===== src/design/sparsePkg.sv =====
// Sparse PE shared definitions
// Widths, lane count, packed vector types, per-lane input bundle
// and the state encodings of the MAC lane and the lane sequencer
package sparsePkg;

    // ======================================================================
    // Sizes
    // ======================================================================
    localparam int DataWidth    = 8;
    localparam int ChannelDepth = 8;
    localparam int NumLanes     = 3;
    // One weight block shared by all lanes
    localparam int WeiDepth     = NumLanes * ChannelDepth;
    // Full product plus headroom for every term of the dot product
    localparam int AccWidth     = 2 * DataWidth + $clog2(WeiDepth);

    // ======================================================================
    // Types
    // ======================================================================
    typedef logic [DataWidth-1:0]            dataT;
    typedef logic [ChannelDepth-1:0]         flagT;
    typedef logic [$clog2(ChannelDepth)-1:0] chanIdxT;
    typedef logic [$clog2(WeiDepth)-1:0]     weiAddrT;
    typedef logic [AccWidth-1:0]             accT;

    // Packed values, lowest channel at index 0
    typedef dataT [ChannelDepth-1:0] actVecT;
    typedef dataT [WeiDepth-1:0]     weiVecT;

    // Everything one lane needs besides the shared weights
    typedef struct packed {
        flagT    actFlags;
        actVecT  actVec;
        flagT    weiFlags;
        weiAddrT weiBase;
    } laneInT;

    typedef enum logic {Idle, Comp} macStateT;
    typedef enum logic [1:0] {SeqIdle, SeqRun, SeqDone} seqStateT;

endpackage


===== src/design/laneSequencer.sv =====
// Lane sequencer
// Starts the MAC lanes one after another, hands each lane's partial
// sum to the next, and returns the final sum with a done pulse
`timescale 1ns/1ns

module laneSequencer (
    input  logic                                   clk,
    input  logic                                   rst_n,
    input  logic                                   start,
    input  sparsePkg::accT                         psumIn,
    input  logic [sparsePkg::NumLanes-1:0]         laneFinish,
    input  sparsePkg::accT [sparsePkg::NumLanes-1:0] laneSum,
    output logic [sparsePkg::NumLanes-1:0]         laneStart,
    output sparsePkg::accT                         psumLoad,
    output sparsePkg::accT                         result,
    output logic                                   done
);
    import sparsePkg::*;

    seqStateT                    seqState;
    logic [$clog2(NumLanes)-1:0] laneIdx;
    logic [$clog2(NumLanes)-1:0] nextIdx;
    logic                        lastLane;
    logic                        laneDone;
    logic                        accept;

    assign accept   = start && (seqState == SeqIdle);
    assign laneDone = (seqState == SeqRun) && laneFinish[laneIdx];
    assign lastLane = (laneIdx == NumLanes - 1);
    assign nextIdx  = laneIdx + 1'b1;
    // Done is the one cycle spent in SeqDone
    assign done     = (seqState == SeqDone);

    // ======================================================================
    // Sequencing
    // ======================================================================
    always_ff @(posedge clk or negedge rst_n) begin
        if (!rst_n) begin
            seqState  <= SeqIdle;
            laneIdx   <= '0;
            laneStart <= '0;
            result    <= '0;
        end else begin
            // Start strobes are single cycle
            laneStart <= '0;
            case (seqState)
                SeqIdle: begin
                    if (accept) begin
                        laneIdx      <= '0;
                        laneStart[0] <= 1'b1;
                        seqState     <= SeqRun;
                    end
                end
                SeqRun: begin
                    if (laneDone && lastLane) begin
                        result   <= laneSum[laneIdx];
                        seqState <= SeqDone;
                    end else if (laneDone) begin
                        laneIdx            <= nextIdx;
                        laneStart[nextIdx] <= 1'b1;
                    end
                end
                SeqDone: seqState <= SeqIdle;
                default: seqState <= SeqIdle;
            endcase
        end
    end

    // Running sum, valid when the matching laneStart is high
    always_ff @(posedge clk) begin
        if (accept) begin
            psumLoad <= psumIn;
        end else if (laneDone) begin
            psumLoad <= laneSum[laneIdx];
        end
    end

    // Lanes run strictly one at a time
    assert property (@(posedge clk) disable iff (!rst_n) $onehot0(laneStart))
        else $error("laneSequencer: more than one lane started");

endmodule


===== src/design/matchFinder.sv =====
// Match finder for one sparse MAC lane
// Picks the lowest channel flagged in both live masks and returns,
// one cycle later, its one-hot position and its packed ranks
`timescale 1ns/1ns

module matchFinder (
    input  logic            clk,
    input  logic            rst_n,
    input  logic            search,
    input  sparsePkg::flagT actFlags,
    input  sparsePkg::flagT weiFlags,
    input  sparsePkg::flagT actFlagsOrig,
    input  sparsePkg::flagT weiFlagsOrig,
    output logic            match,
    output sparsePkg::flagT matchHot,
    output sparsePkg::chanIdxT actRank,
    output sparsePkg::chanIdxT weiRank
);
    import sparsePkg::*;

    flagT common;
    flagT lowHot;

    // Rank = count of flags strictly below the chosen channel
    function automatic chanIdxT rankBelow(flagT mask, flagT hot);
        flagT    below;
        chanIdxT cnt;
        below = mask & (hot - flagT'(1));
        cnt   = '0;
        for (int i = 0; i < ChannelDepth; i++) begin
            cnt = cnt + chanIdxT'(below[i]);
        end
        return cnt;
    endfunction

    // Channels still pending in both vectors
    assign common = actFlags & weiFlags;
    // Two's complement trick isolates the lowest set bit
    assign lowHot = common & (~common + flagT'(1));

    // Strobe only
    always_ff @(posedge clk or negedge rst_n) begin
        if (!rst_n) begin
            match <= 1'b0;
        end else begin
            match <= search && (|common);
        end
    end

    // Ranks come from the original masks, not the live ones
    always_ff @(posedge clk) begin
        if (search) begin
            matchHot <= lowHot;
            actRank  <= rankBelow(actFlagsOrig, lowHot);
            weiRank  <= rankBelow(weiFlagsOrig, lowHot);
        end
    end

    // ======================================================================
    // Checks
    // ======================================================================
    // Lane clears exactly one channel per match
    assert property (@(posedge clk) disable iff (!rst_n) match |-> $onehot(matchHot))
        else $error("matchFinder: matchHot not one-hot on match");

endmodule


===== src/design/sparseMac.sv =====
// Zero-skipping MAC lane
// Intersects activation and weight masks for one block of channels,
// multiplies only the pairs present in both, and adds them onto the
// partial sum loaded at start; pulses laneFinish when nothing is left
`timescale 1ns/1ns

module sparseMac (
    input  logic              clk,
    input  logic              rst_n,
    input  logic              laneStart,
    input  sparsePkg::laneInT laneIn,
    input  sparsePkg::weiVecT weiVec,
    input  sparsePkg::accT    psumLoad,
    output logic              laneFinish,
    output sparsePkg::accT    laneSum
);
    import sparsePkg::*;

    macStateT macState;
    logic     startOk;
    logic     liveEmpty;
    logic     searchQ;

    // Masks as loaded, and the copies that shrink per match
    flagT actFlagsOrig;
    flagT weiFlagsOrig;
    flagT actLive;
    flagT weiLive;

    // Match finder results
    logic    match;
    flagT    matchHot;
    chanIdxT actRank;
    chanIdxT weiRank;

    // Operand fetch
    weiAddrT                weiAddr;
    dataT                   actVal;
    dataT                   weiVal;
    logic [2*DataWidth-1:0] product;
    accT                    acc;

    // Busy lane ignores a new start
    assign startOk   = laneStart && (macState == Idle);
    assign liveEmpty = ~|(actLive & weiLive);

    // ======================================================================
    // Control
    // ======================================================================
    always_ff @(posedge clk or negedge rst_n) begin
        if (!rst_n) begin
            macState <= Idle;
        end else begin
            case (macState)
                Idle:    if (startOk) macState <= Comp;
                Comp:    if (liveEmpty) macState <= Idle;
                default: macState <= Idle;
            endcase
        end
    end

    // Live masks drop the matched channel in the accumulate cycle
    always_ff @(posedge clk or negedge rst_n) begin
        if (!rst_n) begin
            actLive <= '0;
            weiLive <= '0;
        end else if (startOk) begin
            actLive <= laneIn.actFlags;
            weiLive <= laneIn.weiFlags;
        end else if (match) begin
            actLive <= actLive & ~matchHot;
            weiLive <= weiLive & ~matchHot;
        end
    end

    // New search right after start and after each consumed match
    always_ff @(posedge clk or negedge rst_n) begin
        if (!rst_n) begin
            searchQ <= 1'b0;
        end else begin
            searchQ <= startOk || match;
        end
    end

    always_ff @(posedge clk) begin
        if (startOk) begin
            actFlagsOrig <= laneIn.actFlags;
            weiFlagsOrig <= laneIn.weiFlags;
        end
    end

    // Same edge that drops to Idle, so this is a single pulse
    always_ff @(posedge clk or negedge rst_n) begin
        if (!rst_n) begin
            laneFinish <= 1'b0;
        end else begin
            laneFinish <= (macState == Comp) && liveEmpty;
        end
    end

    // ======================================================================
    // Datapath
    // ======================================================================
    // Weight rank is relative to this lane's base in the shared block
    assign weiAddr = laneIn.weiBase + weiAddrT'(weiRank);
    assign actVal  = laneIn.actVec[actRank];
    assign weiVal  = weiVec[weiAddr];
    assign product = actVal * weiVal;

    always_ff @(posedge clk or negedge rst_n) begin
        if (!rst_n) begin
            acc <= '0;
        end else if (startOk) begin
            acc <= psumLoad;
        end else if (match) begin
            // Wraps modulo AccWidth
            acc <= acc + accT'(product);
        end
    end

    assign laneSum = acc;

    matchFinder i_match (
        .clk          (clk),
        .rst_n        (rst_n),
        .search       (searchQ),
        .actFlags     (actLive),
        .weiFlags     (weiLive),
        .actFlagsOrig (actFlagsOrig),
        .weiFlagsOrig (weiFlagsOrig),
        .match        (match),
        .matchHot     (matchHot),
        .actRank      (actRank),
        .weiRank      (weiRank)
    );

    // Sequencer never restarts a busy lane
    assert property (@(posedge clk) disable iff (!rst_n) laneStart |-> macState == Idle)
        else $error("sparseMac: laneStart while computing");

    assert property (@(posedge clk) disable iff (!rst_n) laneFinish |=> !laneFinish)
        else $error("sparseMac: laneFinish longer than one cycle");

endmodule


===== src/design/sparsePe.sv =====
// Sparse processing element
// Three zero-skipping MAC lanes chained through a sequencer, so one
// start produces a 24-channel dot product plus the incoming partial sum
`timescale 1ns/1ns

module sparsePe (
    input  logic                                     clk,
    input  logic                                     rst_n,
    input  logic                                     start,
    input  sparsePkg::accT                           psumIn,
    input  sparsePkg::laneInT [sparsePkg::NumLanes-1:0] lanes,
    input  sparsePkg::weiVecT                        weiVec,
    output sparsePkg::accT                           result,
    output logic                                     done
);
    import sparsePkg::*;

    // Per-lane handshake with the sequencer
    logic [NumLanes-1:0] laneStart;
    logic [NumLanes-1:0] laneFinish;
    accT  [NumLanes-1:0] laneSum;
    // Shared load value, only the started lane takes it
    accT                 psumLoad;

    laneSequencer i_laneSeq (
        .clk        (clk),
        .rst_n      (rst_n),
        .start      (start),
        .psumIn     (psumIn),
        .laneFinish (laneFinish),
        .laneSum    (laneSum),
        .laneStart  (laneStart),
        .psumLoad   (psumLoad),
        .result     (result),
        .done       (done)
    );

    // ======================================================================
    // Lanes
    // ======================================================================
    // All lanes read the same weight block at their own base
    for (genvar k = 0; k < NumLanes; k++) begin : gLane
        sparseMac i_mac (
            .clk        (clk),
            .rst_n      (rst_n),
            .laneStart  (laneStart[k]),
            .laneIn     (lanes[k]),
            .weiVec     (weiVec),
            .psumLoad   (psumLoad),
            .laneFinish (laneFinish[k]),
            .laneSum    (laneSum[k])
        );
    end

endmodule


===== config.mk =====
export PLATFORM = sky130hd
export DESIGN_NAME = sparsePe
export DESIGN_NICKNAME = d
export VERILOG_FILES = /design/src/design/sparsePkg.sv /design/src/design/laneSequencer.sv /design/src/design/matchFinder.sv /design/src/design/sparseMac.sv /design/src/design/sparsePe.sv
export SDC_FILE = /design/constraint.sdc
export NUM_CORES = 1
export LEC_CHECK = 0
export CAP_MARGIN = 30
export CORE_ASPECT_RATIO = 0.75
export CORE_MARGIN = 2
export CORE_UTILIZATION = 40
export CTS_CLUSTER_SIZE = 10
export DETAILED_ROUTE_END_ITERATION = 6
export DONT_BUFFER_PORTS = 1
export PLACE_DENSITY = 0.57
export SYNTH_ARGS = -nofsm -noshare
export SYNTH_HDL_FRONTEND = slang
export SYNTH_SLANG_ARGS = --single-unit

===== constraint.sdc =====
create_clock -name clk -period 6.55 [get_ports clk]
set_clock_uncertainty 0.15 [all_clocks]
set_input_delay 1.31 -clock clk [delete_from_list [all_inputs] [get_ports clk]]
set_output_delay 1.31 -clock clk [all_outputs]
set_load 0.005 [all_outputs]

Word-level counts from Yosys, hierarchy flattened
Cells that the tools add are included.
{ "word_totals": {"regBits": 262, "word_cells": 232} }
{ "op_classes": {"add_sub_neg": 55, "multipliers": 3, "order_cmp": 9, "n_eq_ne": 7, "muxes": 59, "bitwise": 27, "reduce_logical": 31} }
{ "ops": {"columns": ["op", "n"], "rows": [
  ["$mux W21", 9],
  ["$and A8 B8 Y8", 18],
  ["$mux W8", 18],
  ["$bmux W8 S5", 3],
  ["$add A3 B1 Y3", 30],
  ["$bmux W8 S3", 3],
  ["$add A21 B16 Y21", 3],
  ["$mul A8 B8 Y16", 3],
  ["$not A8 Y8", 6],
  ["$bmux W21 S2", 1],
  ["$add A8 B1 Y8 const B", 3],
  ["$reduce_or A8 Y1", 3],
  ["$sub A8 B1 Y8 const B", 3],
  ["$add A2 B1 Y3", 6],
  ["$lt A5 B6 Y1 const B", 3],
  ["$add A5 B3 Y5", 3],
  ["$logic_and A1 B1 Y1", 13],
  ["$add A1 B1 Y2", 6],
  ["$lt A3 B4 Y1 const B", 3],
  ["$mux W2", 6],
  ["$reduce_bool A2 Y1", 5],
  ["$mux W1", 9],
  ["$pmux W1 S2", 4],
  ["$pmux W2 S2", 2],
  ["16 further kinds", 28]
]} }

Depth between registers and ports, before layout
Gate-level depths: netlist of the first run.
{ "logic_depth": {"depth_word": 13, "mapped_depth": 28, "ltp_nobuf": 26} }

Hierarchy
From an unflattened synthesis of the first run, not the netlist that was laid out.
{ "hier_totals": {"hier_cells": 2445, "hier_area_um2": 26550.5} }
{ "modules_own_cells": {"columns": ["module", "instances", "cells_per_inst", "area_per_inst_um2", "seq_area_each_um2"], "rows": [
  ["sparseMac (gLane[1].i_mac ...)", 2, 653, 7045.5, 1481.4],
  ["sparseMac (gLane[0].i_mac)", 1, 669, 7166.9, 1481.4],
  ["matchFinder", 3, 76, 928.4, 445.4],
  ["laneSequencer", 1, 242, 2507.4, 1331.3]
]} }

Worst setup path after synthesis of the first run
Ideal clock, no wire load.
{ "synth_path": {"path_kind": "input to register", "start": "in lanes[0] (netlist bit)", "end": "reg gLane[0].i_mac.acc[16]", "setup_ns": 0.069, "arrival_ns": 7.241, "required_time_ns": 6.331, "setup_slack_ns": -0.910, "stages": 24, "path_cell_list": "ha_1 -> inv_1 -> fa_1 -> buf_2 -> buf_2 -> mux4_2 -> mux4_2 -> a21oi_4 -> nor2_1 -> fa_1 -> fa_1 -> inv_1 -> fa_1 -> fa_1 -> inv_1 -> ha_1 -> clkbuf_1 -> nand4_1 -> nor4b_1 -> nor2_1 -> nand2_1 -> a31oi_1 -> or4b_1 -> nand3_1"} }
{ "synth_between": {"elab_chain_len": 7} }
{ "synth_rtl": {"columns": ["element", "line", "source"], "rows": [
  ["start: declaration", "sparsePe.sv:11", "input sparsePkg::laneInT [sparsePkg::NumLanes-1:0] lanes,"],
  ["$add A5 B3 Y5", "sparseMac.sv:105", "assign weiAddr = laneIn.weiBase + weiAddrT'(weiRank);"],
  ["$bmux W8 S5", "sparseMac.sv:107", "assign weiVal = weiVec[weiAddr];"],
  ["$mux W8 (implied by the code)", "sparseMac.sv:107", null],
  ["$mul A8 B8 Y16", "sparseMac.sv:108", "assign product = actVal * weiVal;"],
  ["$add A21 B16 Y21", "sparseMac.sv:117", "acc <= acc + accT'(product);"],
  ["$mux W21", "sparseMac.sv:115", "end else if (match) begin"],
  ["$mux W21", "sparseMac.sv:113", "end else if (startOk) begin"],
  ["end signal: assignment", "sparseMac.sv:114", "acc <= psumLoad;"],
  ["end signal: assignment", "sparseMac.sv:117", null],
  ["end: declaration", "sparseMac.sv:41", "accT acc;"]
]} }
No other way between the ends. The select of a mux whose other input is x is not followed.
A chain may end at the register's enable or synchronous reset.

Final worst setup path of the first run
{ "layout_path": {"start": "in lanes[85] (netlist bit)", "end": "reg gLane[1].i_mac.acc[19]"} }
{ "layout_between": {"elab_chain_len": 7} }
{ "layout_rtl": {"columns": ["element", "line"], "rows": [
  ["$add A5 B3 Y5", "sparseMac.sv:105"],
  ["$bmux W8 S5", "sparseMac.sv:107"],
  ["$mux W8 (implied by the code)", "sparseMac.sv:107"],
  ["$mul A8 B8 Y16", "sparseMac.sv:108"],
  ["$add A21 B16 Y21", "sparseMac.sv:117"],
  ["$mux W21", "sparseMac.sv:115"],
  ["$mux W21", "sparseMac.sv:113"],
  ["end signal: assignment", "sparseMac.sv:114"],
  ["end signal: assignment", "sparseMac.sv:117"],
  ["end: declaration", "sparseMac.sv:41"]
]} }
No other way between the ends. The select of a mux whose other input is x is not followed.

==> out/metrics.cfg, run 1 <==
[timing]
clock.fmax_mhz=142
maxSlewHeadroom=0.392
setup_tns_ns=-12.36
drv_slew=0
worstMarginPinSlew_ns=0.902
setup_viol=39
finalCritPeriodShare=1.08
hold_viol=0
min_period_ns=7.06
rsz0062_at_grt=yes
finalWorstSetupSlack_ns=-0.509

[global_routing]
grt-ovfl-total=0
grt_pass1_vias=21500
track_usage=0.262
antenna_found_initial=8
grt_pass1_wl_um=135000
grt_max_degree=152

[clock_tree]
clockBufferDepth=3
tritoncts=done
h-tree-depth=1
clockRootBuffer=clkbuf_16
clock_sinks=262
numCtsBuffers=31
clk_latency_ns=0.57
cts-hold-fix-buffers=0
clkTransAtPathRegs_ns=0.06

[synthesis]
ys_types=75
synth_common_cells=inv_1, nand2_1, mux4_2
syn-instance-count=2413
synth_nets=3209
synth-main-ff-cell=dfrtp_1
yosysMostFrequentCell=inv_1
syn_avg_cell_area_sq_um=10.9
yosysSeqAreaShare=0.270
synth.cell_area_sq_mm=0.0263
synth_top_area_frac=0.180
synth.area.top_cells=mux4_2, dfrtp_1, fa_1
synth_largest_area_cell=mux4_2
ys_warn_count=0
synth_seq_cells=262
synth_edf_count=111
postSynth.asyncResetShare=0.576

[setup_path]
path_cells=ha_4 > inv_2 > fa_2 > buf_12 > buf_12 > mux4_2 > mux4_2 > a21oi_4 > nor2_2 > fa_1 > fa_1 > fa_1 > inv_2 > fa_1 > inv_2 > ha_4 > a2111o_1 > o21ai_4 > buf_6 > o31ai_4 > a21oi_2 > mux2i_1 > nand3_1
crit_path_end_kind=flip-flop
worstPathRequired_ns=6.85
rr_worst_depth=27
reg2reg_setup_slack_ns=-0.33
crit_type=primary input to flip-flop
path_depth=23
path_buf_inv=6
path_max_fanout=7
worstPathArrival_ns=7.36
start_kind=primary input
cpPeakStageDelay_ns=0.58
cpLargestDelayFamily=adder cells
path_common_cell=fa_1
critPathSlowestCell=fa_2

[outcome]
status=finished, violations left
violations=negative setup slack

[route]
drt-initial-drc-count=1540
routed_wirelength_um=90100
ant_nets=0
drt_first_pass_iters=5
routedWlPerCell_um=24.9
vias=20800
via_per_inst=5.75
drc=0

[floorplanning]
num_rows=81
die_x_um=300
die_area_sq_mm=0.0679
initial_core_util=0.404
core_area_sq_mm=0.0652
fp.dieH_um=226
io_pins=493

[place]
dp.cells=3482
gp_congestion=0.994
portBuffers=0
dp_hpwl_um=71700
dp_slack_ns=-1.13

[layout]
layout-drive-gt1-share=0.345
syn_to_final_growth_pct=25.4
num-nets-final=3512
utilization=0.507
instances_no_fill=3612

[hold_path]
min_path_type=primary input to async pin

[run]
cap_violations=0

[logic make-up (layout without fill, tap and decap cells)]
family / Yosys count / in the layout / share of synthesized area
adder cells (fa/ha/maj): 325 / 325 / 0.205
AO/OA/AOI/OAI: 391 / 391 / 0.101
multiplexers: 340 / 340 / 0.231
XOR/XNOR: 55 / 55 / 0.0192
AND/OR/NAND/NOR: 598 / 598 / 0.107
other: 0 / 5 / 0
flip-flops: 262 / 262 / 0.270
buffers and inverters: 442 / 765 / 0.0662
[worst paths after layout]
check	to	start
hold reg to reg	gLane[2].i_mac.macState	gLane[2].i_mac.macState
setup reg to reg	gLane[1].i_mac.laneSum[19]	gLane[1].i_mac.i_match.weiRank[0]
max in group asynchronous	gLane[2].i_mac.weiLive[2]	rst_n
min in group clk	gLane[2].i_mac.macState	gLane[2].i_mac.macState
setup / recovery	gLane[1].i_mac.laneSum[19]	lanes[85]
hold / removal	gLane[0].i_mac.weiLive[0]	rst_n
[state kept, by name, summed over array words and instances (netlist names)]
| name | cells |
|---|---|
| gLane.i_mac.laneSum | 63 |
| gLane.i_mac.actFlagsOrig | 24 |
| gLane.i_mac.actLive | 24 |
| gLane.i_mac.i_match.matchHot | 24 |
| gLane.i_mac.weiFlagsOrig | 24 |
| gLane.i_mac.weiLive | 24 |
| i_laneSeq.psumLoad | 21 |
| i_laneSeq.result | 21 |
| gLane.i_mac.i_match.actRank | 9 |
| gLane.i_mac.i_match.weiRank | 9 |
| gLane.i_mac.i_match.match | 3 |
| gLane.i_mac.laneFinish | 3 |
| gLane.i_mac.macState | 3 |
| gLane.i_mac.searchQ | 3 |
| i_laneSeq.laneStart | 3 |
| i_laneSeq.laneIdx | 2 |
| i_laneSeq.seqState | 2 |
[final cells by class]
| class | count | area, sq um |
|---|---|---|
| fillers | 5776 | 32100 |
| multi-input cells | 1709 | 19000 |
| flip-flops and latches | 262 | 7110 |
| repair buffers | 385 | 3660 |
| inverters | 327 | 1230 |
| well taps | 871 | 1090 |
| clock buffers | 48 | 840 |
| clock inverters | 5 | 76.3 |
| diodes | 5 | 12.5 |
[layer usage]
layer | GRT usage | up-vias | routed length [um]
met2 | 0.424 | 875 | 41900
li1 | - | 9174 | -
met1 | 0.359 | 10500 | 37900
met5 | 0 | - | 0
met3 | 0.0522 | 177 | 7200
met4 | 0.0744 | 0 | 3060
[per-stage QoR]
stage                     hold slack (ns)  area, sq um
after global routing                0.284        33000
after floorplan                     0.295        26900
after CTS                           0.270        32200
after global placement              0.311        30000
final                               0.310        33000
after detailed placement            0.320        30000
[repair_timing]
item,CTS,global route
pin swaps,88,109
buffers inserted,37,31
cloned,10,2
setup endpoints to repair,40,43
gates resized for setup,132,136
[cell usage in the layout, fill, tap and decap left out, types with 31 or more instances in the layout]
cell	synthesis	routed
a21oi_1	89	69
a22o_1	48	48
buf_12	0	35
buf_4	7	310
clkbuf_16	0	33
dfrtp_1	151	151
edfxtp_1	111	111
fa_1	177	160
ha_1	148	118
inv_1	325	301
mux2_2	36	36
mux2i_1	94	87
mux4_2	210	210
nand2_1	218	205
nand2b_1	45	41
nor2_1	145	125
nor2b_1	33	31
o21ai_0	109	61
o21ai_1	6	38
Power of run 1 is left out: the tool's default activity adds up to more than one toggle a clock period on the data nets, which glitch-free logic cannot reach.
==> inputs of run 2 (changes only) <==
CELL_PAD_IN_SITES_DETAIL_PLACEMENT = 0   (was default)
CELL_PAD_IN_SITES_GLOBAL_PLACEMENT = 1   (was default)
PLACE_DENSITY = 0.7   (was 0.57)
==> out/metrics.cfg, run 2 (synthesis gave the netlist of run 1 again) <==
[setup_path]
start_kind=primary input  ; unchanged
worstPathRequired_ns=6.82  ; was 6.85 ns
worstPathArrival_ns=7.22  ; was 7.36 ns
path_max_fanout=7  ; unchanged
cpPeakStageDelay_ns=0.58  ; about the same
crit_type=primary input to flip-flop  ; unchanged
reg2reg_setup_slack_ns=-0.25  ; was -0.33 ns
path_common_cell=inv_2  ; was fa_1
crit_path_end_kind=flip-flop  ; unchanged
critPathSlowestCell=fa_2  ; unchanged

[route]
drc=1  ; was 0
via_per_inst=5.71  ; was 5.75
ant_nets=0  ; unchanged
routed_wirelength_um=88700  ; was 90100 um
drt-initial-drc-count=1577  ; was 1540
drt_first_pass_iters=7  ; was 5
routedWlPerCell_um=24.8  ; was 24.9 um
vias=20500  ; was 20800

[global_routing]
grt_max_degree=152  ; unchanged
antenna_found_initial=3  ; was 8
grt_pass1_vias=21400  ; was 21500
grt-ovfl-total=0  ; unchanged
grt_pass1_wl_um=134000  ; was 135000 um
track_usage=0.260  ; was 0.262

[floorplanning]
die_x_um=300  ; unchanged
io_pins=493  ; unchanged
fp.dieH_um=226  ; unchanged
die_area_sq_mm=0.0679  ; unchanged
initial_core_util=0.404  ; unchanged
core_area_sq_mm=0.0652  ; unchanged
num_rows=81  ; unchanged

[layout]
largest_reg_flops=63  ; unchanged
syn_to_final_growth_pct=24.1  ; was 25.4%
num-nets-final=3481  ; was 3512
final_common_cell=inv_1  ; was buf_4
layout_common_cells=inv_1, buf_4, nand2_1, mux4_2, fa_1  ; was buf_4, inv_1, mux4_2, nand2_1, fa_1
instances_no_fill=3583  ; was 3612
layout-drive-gt1-share=0.340  ; was 0.345

[timing]
clock.fmax_mhz=144  ; was 142 MHz
hold_viol=0  ; unchanged
maxSlewHeadroom=0.425  ; was 0.392
rsz0062_at_grt=yes  ; unchanged
setup_viol=34  ; was 39
drv_slew=0  ; unchanged
worstMarginPinSlew_ns=0.863  ; was 0.902 ns
finalCritPeriodShare=1.06  ; was 1.08
min_period_ns=6.95  ; was 7.06 ns
finalWorstSetupSlack_ns=-0.399  ; was -0.509 ns

[clock_tree]
clock_sinks=262  ; unchanged
h-tree-depth=1  ; unchanged
numCtsBuffers=31  ; unchanged
clk_latency_ns=0.57  ; about the same
clockBufferDepth=3  ; unchanged
clkTransAtPathRegs_ns=0.06  ; about the same
clockRootBuffer=clkbuf_16  ; unchanged
tritoncts=done  ; unchanged

[outcome]
status=finished, violations left  ; unchanged
violations=design-rule violations, negative setup slack  ; was negative setup slack

[place]
dp.cells=3473  ; was 3482
portBuffers=0  ; unchanged
dp_hpwl_um=72000  ; was 71700 um
gp_congestion=0.979  ; was 0.994

[hold_path]
min_path_type=primary input to async pin  ; unchanged

[run]
cap_violations=0  ; unchanged

==> run 2: changes by cell type in the layout (fill, tap and decap cells not counted), moves of 4 or more <==
cell     change
buf_12       +5
nand2_1      +5
ha_1         +4
inv_1        -8
nor2_1       -4
buf_16       -6
inv_2        +8
buf_4       -30
mux2i_1      -5
==> run 2: path summary, 6_finish.rpt <==
path,end,cells past startpoint,start
setup reg to reg,gLane[1].i_mac.laneSum[16],24,gLane[1].i_mac.i_match.weiRank[1]
hold / removal,gLane[0].i_mac.weiLive[2],0,rst_n
max in group asynchronous,gLane[2].i_mac.weiLive[2],0,rst_n
setup / recovery,gLane[2].i_mac.laneSum[12],26,lanes[170]
min in group clk,gLane[2].i_mac.macState,1,gLane[2].i_mac.macState
hold reg to reg,gLane[2].i_mac.macState,1,gLane[2].i_mac.macState
==> run 2: metrics by stage <==
stage	utilization	instance area (sq um)	hold WS, ns	setup TNS (ns)	setup WS, ns
after floorplan	-	26900	0.295	-9.97	-0.587
after global placement	0.461	30100	0.311	-39.07	-1.13
after detailed placement	0.462	30100	0.320	-39.36	-1.10
after CTS	0.492	32100	0.264	-6.88	-0.350
after global routing	0.502	32700	0.269	-15.48	-0.605
final	0.502	32700	0.299	-8.67	-0.399
==> run 2: worst max-delay path: cells and delay by family <==
kind / cells / cell delay (ns)
compound gates: 6 / 1.14
fa+ha+maj: 7 / 2.64
buf+inv: 7 / 0.60
mux: 2 / 0.83
simple gates: 4 / 0.68
==> run 2: final cells by class <==
cell class,instances,area (sq um)
Timing Repair Buffer,354,3360
Clock inverter,4,22.5
Tap cell,871,1090
Sequential cell,262,7110
Multi-Input combinational cell,1709,19000
Fill cell,5845,32500
Antenna cell,3,7.51
Clock buffer,53,878
Inverter,327,1230
==> run 2: routing by layer <==
| metal | vias up | global-route usage | share of wire |
|---|---|---|---|
| met5 | - | 0 | 0 |
| met1 | 10400 | 0.366 | 0.43 |
| li1 | 9112 | - | - |
| met2 | 829 | 0.417 | 0.46 |
| met4 | 0 | 0.0592 | 0.025 |
| met3 | 137 | 0.0505 | 0.080 |
==> run 2: what timing repair did <==
item | CTS | global route
cloned | 5 | 1
pin swaps | 52 | 84
hold buffers | 0 | 0
endpoints found under the hold margin | 0 | 0
endpoints found under the setup margin | 41 | 43
buffers inserted | 28 | 25
gates resized for setup | 151 | 115
Power of run 2 is left out for the same reason.
